$ cat config.mk
export PLATFORM = sky130hd
export DESIGN_NAME = amber_fetch_ctl
export DESIGN_NICKNAME = d
export VERILOG_FILES = /design/src/logic/amber_pkg.sv /design/src/logic/amber_fetch_ctl.sv /design/src/logic/fetch_pc_seq.sv /design/src/logic/pcc_csr_block.sv
export VERILOG_INCLUDE_DIRS = /design/src /design/src/logic
export SDC_FILE = /design/constraint.sdc
export NUM_CORES = 1
export LEC_CHECK = 0
export ABC_CLOCK_PERIOD_IN_PS = 15000
export BUFFER_PORTS_ARGS = -buffer_cell sky130_fd_sc_hd__buf_4
export CAP_MARGIN = 20
export CORE_ASPECT_RATIO = 0.75
export CORE_MARGIN = 3
export CORE_UTILIZATION = 65
export CTS_CLUSTER_SIZE = 24
export DETAILED_ROUTE_END_ITERATION = 6
export PLACE_DENSITY = 0.95
export SLEW_MARGIN = 5
export SYNTH_ARGS = -nofsm -noshare
export SYNTH_HDL_FRONTEND = slang
export SYNTH_SLANG_ARGS = --single-unit
$ cat constraint.sdc
create_clock -name iw_clk -period 15 [get_ports iw_clk]
set_input_delay 1.5 -clock iw_clk [delete_from_list [all_inputs] [get_ports iw_clk]]
set_output_delay 1.5 -clock iw_clk [all_outputs]
set_load 0.03 [all_outputs]
$ cat src/logic/amber_params.svh
`ifndef AMBER_PARAMS_SVH
`define AMBER_PARAMS_SVH

// ------------------------------------------------------------
// Datapath widths
// ------------------------------------------------------------
`define AMBER_ADDR_W     48
`define AMBER_DATA_W     24
`define AMBER_CSR_IDX_W  8

// ------------------------------------------------------------
// CSR window index map
// ------------------------------------------------------------
`define CSR_IDX_STATUS       8'h00
`define CSR_IDX_PCC_BASE_LO  8'h10
`define CSR_IDX_PCC_BASE_HI  8'h11
`define CSR_IDX_PCC_LEN_LO   8'h12
`define CSR_IDX_PCC_LEN_HI   8'h13
// Cursor halves read back the live PC
`define CSR_IDX_PCC_CUR_LO   8'h14
`define CSR_IDX_PCC_CUR_HI   8'h15
`define CSR_IDX_PCC_PERMS    8'h16
`define CSR_IDX_PCC_ATTR     8'h17
`define CSR_IDX_PCC_TAG      8'h18

// ------------------------------------------------------------
// PCC permissions and reset state
// ------------------------------------------------------------
// Execute permission
`define PCC_PERM_X_BIT   2

// Default window is 4K starting at address 0, execute only
`define PCC_LEN_RESET    4096
`define PCC_PERMS_RESET  4

`endif

$ cat src/logic/amber_pkg.sv
`default_nettype none

`include "amber_params.svh"

// ------------------------------------------------------------
// Shared types for the fetch-address control
// ------------------------------------------------------------
package amber_pkg;

    // Fetch address, two CSR words wide
    typedef logic [`AMBER_ADDR_W-1:0] addr_t;

    // One CSR word
    typedef logic [`AMBER_DATA_W-1:0] data_t;

    // Index into the CSR window
    typedef logic [`AMBER_CSR_IDX_W-1:0] csr_idx_t;

endpackage

`default_nettype wire

$ cat src/logic/amber_fetch_ctl.sv
`default_nettype none

module amber_fetch_ctl import amber_pkg::*; (
    input  logic     iw_clk,
    input  logic     iw_rst,
    // Wishbone classic slave, CSR window
    input  logic     wb_cyc,
    input  logic     wb_stb,
    input  logic     wb_we,
    input  csr_idx_t wb_adr,
    input  data_t    wb_dat_w,
    output data_t    wb_dat_r,
    output logic     wb_ack,
    // Fetch control
    input  logic     stall,
    input  logic     redirect,
    input  addr_t    redirect_pc,
    input  logic     syscall,
    input  logic     kret,
    output addr_t    fetch_addr,
    output logic     fetch_valid,
    output logic     pcc_fault,
    output logic     mode_kernel
);
    addr_t pcc_base;
    addr_t pcc_len;
    data_t pcc_perms;
    logic  pcc_tag;

    // ------------------------------------------------------------
    // CSR window and privilege state
    // ------------------------------------------------------------
    pcc_csr_block i_pcc_csr_block (
        .iw_clk      (iw_clk),
        .iw_rst      (iw_rst),
        .wb_cyc      (wb_cyc),
        .wb_stb      (wb_stb),
        .wb_we       (wb_we),
        .wb_adr      (wb_adr),
        .wb_dat_w    (wb_dat_w),
        .wb_dat_r    (wb_dat_r),
        .wb_ack      (wb_ack),
        .syscall     (syscall),
        .kret        (kret),
        .pc          (fetch_addr),
        .pcc_base    (pcc_base),
        .pcc_len     (pcc_len),
        .pcc_perms   (pcc_perms),
        .pcc_tag     (pcc_tag),
        .mode_kernel (mode_kernel)
    );

    // ------------------------------------------------------------
    // PC sequencer
    // ------------------------------------------------------------
    fetch_pc_seq i_fetch_pc_seq (
        .iw_clk      (iw_clk),
        .iw_rst      (iw_rst),
        .stall       (stall),
        .redirect    (redirect),
        .redirect_pc (redirect_pc),
        .pcc_base    (pcc_base),
        .pcc_len     (pcc_len),
        .pcc_perms   (pcc_perms),
        .pcc_tag     (pcc_tag),
        .pc          (fetch_addr),
        .fetch_valid (fetch_valid),
        .pcc_fault   (pcc_fault)
    );

endmodule

`default_nettype wire

$ cat src/logic/fetch_pc_seq.sv
`default_nettype none

`include "amber_params.svh"

module fetch_pc_seq import amber_pkg::*; (
    input  logic  iw_clk,
    input  logic  iw_rst,
    input  logic  stall,
    input  logic  redirect,
    input  addr_t redirect_pc,
    // Program counter capability
    input  addr_t pcc_base,
    input  addr_t pcc_len,
    input  data_t pcc_perms,
    input  logic  pcc_tag,
    output addr_t pc,
    output logic  fetch_valid,
    output logic  pcc_fault
);
    localparam int AW = `AMBER_ADDR_W;

    // One extra bit so base + length cannot wrap
    logic [AW:0] pcc_end;
    logic        in_bounds;
    logic        pcc_ok;

    // ------------------------------------------------------------
    // Capability check on the current PC
    // ------------------------------------------------------------
    assign pcc_end   = {1'b0, pcc_base} + {1'b0, pcc_len};
    assign in_bounds = (pc >= pcc_base) && ({1'b0, pc} < pcc_end);
    assign pcc_ok    = pcc_tag && pcc_perms[`PCC_PERM_X_BIT] && in_bounds;

    assign pcc_fault   = !pcc_ok;
    assign fetch_valid = pcc_ok && !stall && !redirect;

    // ------------------------------------------------------------
    // PC register
    // ------------------------------------------------------------
    always_ff @(posedge iw_clk or posedge iw_rst) begin
        if (iw_rst) begin
            pc <= '0;
        end else if (redirect) begin
            pc <= redirect_pc;
        end else if (!stall && pcc_ok) begin
            pc <= pc + addr_t'(1);
        end
        // Stall or capability violation holds the PC
    end

endmodule

`default_nettype wire

$ cat src/logic/pcc_csr_block.sv
`default_nettype none

`include "amber_params.svh"

module pcc_csr_block import amber_pkg::*; (
    input  logic     iw_clk,
    input  logic     iw_rst,
    // Wishbone classic slave
    input  logic     wb_cyc,
    input  logic     wb_stb,
    input  logic     wb_we,
    input  csr_idx_t wb_adr,
    input  data_t    wb_dat_w,
    output data_t    wb_dat_r,
    output logic     wb_ack,
    // Trap entry and return
    input  logic     syscall,
    input  logic     kret,
    // Live PC for cursor reads
    input  addr_t    pc,
    output addr_t    pcc_base,
    output addr_t    pcc_len,
    output data_t    pcc_perms,
    output logic     pcc_tag,
    output logic     mode_kernel
);
    localparam int DW = `AMBER_DATA_W;
    localparam int AW = `AMBER_ADDR_W;

    data_t pcc_attr;
    logic  wb_req;
    logic  wr_en;
    data_t rd_data;

    // New transfer on the bus; ack closes it on the next edge
    assign wb_req = wb_cyc && wb_stb && !wb_ack;

    // User mode writes are acked and dropped
    assign wr_en = wb_req && wb_we && mode_kernel;

    // ------------------------------------------------------------
    // Bus handshake
    // ------------------------------------------------------------
    always_ff @(posedge iw_clk or posedge iw_rst) begin
        if (iw_rst) begin
            wb_ack <= 1'b0;
        end else begin
            wb_ack <= wb_req;
        end
    end

    // ------------------------------------------------------------
    // PCC fields
    // ------------------------------------------------------------
    always_ff @(posedge iw_clk or posedge iw_rst) begin
        if (iw_rst) begin
            pcc_base  <= '0;
            pcc_len   <= addr_t'(`PCC_LEN_RESET);
            pcc_perms <= data_t'(`PCC_PERMS_RESET);
            pcc_attr  <= '0;
            pcc_tag   <= 1'b1;
        end else if (wr_en) begin
            case (wb_adr)
                `CSR_IDX_PCC_BASE_LO: pcc_base[DW-1:0]  <= wb_dat_w;
                `CSR_IDX_PCC_BASE_HI: pcc_base[AW-1:DW] <= wb_dat_w;
                `CSR_IDX_PCC_LEN_LO:  pcc_len[DW-1:0]   <= wb_dat_w;
                `CSR_IDX_PCC_LEN_HI:  pcc_len[AW-1:DW]  <= wb_dat_w;
                `CSR_IDX_PCC_PERMS:   pcc_perms         <= wb_dat_w;
                // Attribute is held for software only
                `CSR_IDX_PCC_ATTR:    pcc_attr          <= wb_dat_w;
                `CSR_IDX_PCC_TAG:     pcc_tag           <= wb_dat_w[0];
                default: ;
            endcase
        end
    end

    // ------------------------------------------------------------
    // Privilege mode, 1 = kernel
    // ------------------------------------------------------------
    always_ff @(posedge iw_clk or posedge iw_rst) begin
        if (iw_rst) begin
            mode_kernel <= 1'b1;
        end else if (syscall) begin
            mode_kernel <= 1'b1;
        end else if (kret) begin
            mode_kernel <= 1'b0;
        end else if (wr_en && (wb_adr == `CSR_IDX_STATUS)) begin
            mode_kernel <= wb_dat_w[0];
        end
    end

    // ------------------------------------------------------------
    // Read path
    // ------------------------------------------------------------
    always_comb begin
        rd_data = '0;
        case (wb_adr)
            `CSR_IDX_STATUS:      rd_data = {{(DW-1){1'b0}}, mode_kernel};
            `CSR_IDX_PCC_BASE_LO: rd_data = pcc_base[DW-1:0];
            `CSR_IDX_PCC_BASE_HI: rd_data = pcc_base[AW-1:DW];
            `CSR_IDX_PCC_LEN_LO:  rd_data = pcc_len[DW-1:0];
            `CSR_IDX_PCC_LEN_HI:  rd_data = pcc_len[AW-1:DW];
            `CSR_IDX_PCC_CUR_LO:  rd_data = pc[DW-1:0];
            `CSR_IDX_PCC_CUR_HI:  rd_data = pc[AW-1:DW];
            `CSR_IDX_PCC_PERMS:   rd_data = pcc_perms;
            `CSR_IDX_PCC_ATTR:    rd_data = pcc_attr;
            `CSR_IDX_PCC_TAG:     rd_data = {{(DW-1){1'b0}}, pcc_tag};
            default:              rd_data = '0;
        endcase
    end

    // Captured on the request edge, valid with ack
    always_ff @(posedge iw_clk) begin
        if (wb_req && !wb_we) begin
            wb_dat_r <= rd_data;
        end
    end

endmodule

`default_nettype wire
==> impl_metrics.py <==
metrics = {
    "finish": {
        "final_net_count": 1885,
        "fin_util": 0.769,
        "n_antenna_cell": 0,
        "n_fill_cell": 1473,
        "drive_gt1_frac": 0.234,
        "area_growth_pct": 15.4,
    },
    "detailed_routing": {
        "vias": 13700,
        "post_drt_wl_per_cell_um": 25.9,
        "drc": 0,
        "first_pass_iters": 5,
        "ant_nets": 0,
        "viasPerCell": 7.01,
        "wl_um": 50900,
        "initialDrtViolationCount": 1678,
    },
    "pwr": {
        "power.total_w": 0.00144,
        "power_density_nw_per_um2": 84.3,
        "p_leak_nw": 7.94,
        "ir_drop_mv": 0.0766,
    },
    "sta": {
        "max_freq_mhz": 128,
        "hold_violations": 0,
        "finalCriticalPeriod_ns": 7.81,
        "clock_skew_ns": 0.0326,
        "rsz0062_at_grt": "no",
        "tightest_slew_ns": 1.01,
        "whs_ns": 0.505,
        "drv_slew": 0,
        "tns_ns": 0,
        "fin_crit_sh": 0.521,
        "setup_viol": 0,
        "slew_headroom": 0.326,
    },
    "flow_run": {
        "max_cap_viol_count": 0,
    },
    "worst_hold_path": {
        "hold_path_end": "i_pcc_csr_block.pcc_attr[3]",
        "whs_path_depth": 1,
        "worstHoldStart": "i_pcc_csr_block.pcc_attr[3]",
        "hold_class": "reg2reg",
    },
    "worst_setup_path": {
        "slowest_delay_ns": 0.52,
        "crit_top_cell": "nand3_1",
        "cp-end-kind": "output port",
        "crit_path_cell_trace": "ha_1, inv_1, fa_1, nand2b_1, a211oi_1, o31ai_1, nand3_1, a41oi_1, o311ai_0, o21ai_0, nand2b_1, a21oi_1, xor2_1, ha_1, nand4_1, nor4_1, nand3_1, a211oi_1, o221ai_1, nand3_1, nor2_1, buf_4",
        "criticalPathCategory": "reg2out",
        "crit_family": "compound AO/OA/AOI/OAI gates",
        "slowest_stage": "a211oi_1",
        "rr_endpoint": "i_fetch_pc_seq.pc[26]",
        "worstPathRequired_ns": 13.50,
        "cp-start-kind": "flip-flop",
        "critPathBufInv": 2,
        "cp_max_fo": 5,
        "reg2reg_depth": 25,
        "timing.rr.start": "i_pcc_csr_block.pcc_base[0]",
        "cp.arrival_ns": 6.31,
        "r2r_slack_ns": 8.23,
    },
    "synth": {
        "syn-cell-area_um2": 14800,
        "synth_edf_count": 24,
        "synth_ff_type": "dfrtp_1",
        "syn_nets": 1734,
        "synthCells": 1500,
        "synth_cell_types": 68,
        "ys_seq_area_frac": 0.378,
        "synth_seq_cells": 219,
        "synth_area_per_cell_um2": 9.88,
        "yosysWarnings": 0,
        "async_flop_share": 0.890,
    },
    "grt": {
        "grt_max_degree": 121,
        "overflow": 0,
        "grt_pass1_vias": 13700,
        "antenna_found_initial": 1,
        "grtUsageTotal": 0.405,
        "grt_pass1_wl_um": 77700,
    },
    "clock_network": {
        "cts_tree": "built",
        "cts_setup_buffers": 0,
        "ctsLongestPathBuffers": 3,
        "cts-hold-fix-buffers": 0,
        "clock-sinks": 219,
        "post_cts_resized": 0,
        "numCtsBuffers": 23,
        "root_buffer": "clkbuf_16",
        "htreeDepth": 1,
        "clk_pin_slew_ns": 0.07,
        "worstSkewPairLatency_ns": 0.55,
    },
    "floorplanning": {
        "die-area_um2": 24700,
        "top_level_ports": 165,
        "rows": 47,
        "initial_core_util": 0.667,
        "die_width_um": 180,
        "core-area_um2": 22200,
        "die_h_um": 137,
    },
    "outcome": {
        "status": "finished clean",
    },
    "placed_design": {
        "place_congestion": 1.03,
        "io_buffers": 164,
        "hpwl_um": 37300,
    },
}
## Yosys cell counts, types with 4 or more instances
cell type,number,area [µm²]
and3_1,9,56.3
dfrtp_1,191,4780
o21a_1,6,45.0
mux2i_1,7,70.1
nand3_1,38,190
clkbuf_1,54,203
dfstp_2,4,105
inv_1,78,293
o21ai_0,94,470
mux2_2,146,1640
a22oi_1,100,751
nand4_1,46,288
a21oi_1,71,355
a221oi_1,7,61.3
xor2_1,26,228
edfxtp_1,24,721
nor2b_1,7,43.8
ha_1,144,1800
nor3_1,37,185
nor4_1,20,125
or2_2,4,25.0
nand2_1,118,443
a41oi_1,4,35.0
a31oi_1,9,56.3
o21bai_1,9,67.6
xnor2_1,53,464
o211ai_1,5,37.5
a211oi_1,14,105
a21o_1,38,285
nand2b_1,13,81.3
a211o_1,5,43.8
or3_1,8,50.1
and4_1,5,43.8
nor2_1,56,210
## worst max-delay path by stage
stage,startpoint,endpoint,cells past startpoint
2_1_floorplan,iw_rst,i_fetch_pc_seq.pc[0],1
3_3_place_gp,i_pcc_csr_block.pcc_base[0],fetch_valid,22
3_5_place_dp,i_pcc_csr_block.pcc_base[0],fetch_valid,22
4_1_cts,i_pcc_csr_block.pcc_base[0],fetch_valid,22
5_1_grt,i_pcc_csr_block.pcc_base[0],fetch_valid,22
6_report,i_pcc_csr_block.pcc_base[0],fetch_valid,22
## layout make-up
type,count,area (µm²),area share
clock buffers,29,638,0.0373
repair buffers,183,1370,0.0804
well taps,294,368,0.0215
multi-input cells,1146,8720,0.510
clock inverters,13,90.1,0.00527
inverters,78,300,0.0176
flip-flops and latches,219,5610,0.328
## cell usage in the layout (no fill, tap or decap), types with 53 or more instances in the layout
cell / instances
inv_1: 77
nand2_1: 118
nor2_1: 54
buf_4: 183
ha_1: 144
o21ai_0: 94
a22oi_1: 100
a21oi_1: 71
xnor2_1: 53
mux2_2: 146
dfrtp_1: 191
## sequential cells by signal (all words and copies together) (netlist names)
name and cells:
i_pcc_csr_block.pcc_attr 24, i_fetch_pc_seq.pc 48, i_pcc_csr_block.mode_kernel 1, i_pcc_csr_block.wb_dat_r 24, i_pcc_csr_block.wb_ack 1, i_pcc_csr_block.pcc_tag 1
i_pcc_csr_block.pcc_len 48, i_pcc_csr_block.pcc_base 48, i_pcc_csr_block.pcc_perms 24
## where the power goes
part / internal [W] / switching [W] / total, W
sequential: 0.000615 / 0.0000504 / 0.000666
combinational: 0.0000839 / 0.000124 / 0.000208
clock: 0.000305 / 0.000262 / 0.000567
## per-layer routing
metal  global-route usage  up-vias  part of all wire
met3                0.133      174              0.15
met2                0.604     1025              0.43
met5                    0        -           0.00014
met1                0.565     6620              0.39
li1                     -     5928                 -
met4                0.130        2             0.030
## per-stage QoR
| step | setup WS (ns) | instances | area, µm² |
|---|---|---|---|
| after floorplan | 8.19 | 1500 | 14800 |
| after global placement | 8.06 | 1920 | 16400 |
| after detailed placement | 7.96 | 1920 | 16400 |
| after CTS | 7.37 | 1962 | 17100 |
| after global routing | 6.81 | 1962 | 17100 |
| final | 7.19 | 1962 | 17100 |
## logic make-up (layout without fill, tap and decap cells)
group | Yosys count | count (layout) | share of synthesized area
DFF | 219 | 219 | 0.378
muxes | 153 | 153 | 0.116
AOI/OAI and AO/OA | 387 | 387 | 0.171
buffers and inverters | 135 | 303 | 0.0348
and+or+nand+nor | 382 | 382 | 0.131
xor gates and xnor gates | 79 | 79 | 0.0467
adders and majority gates | 145 | 145 | 0.123
Note: power is estimated with default switching activity, not from simulation.
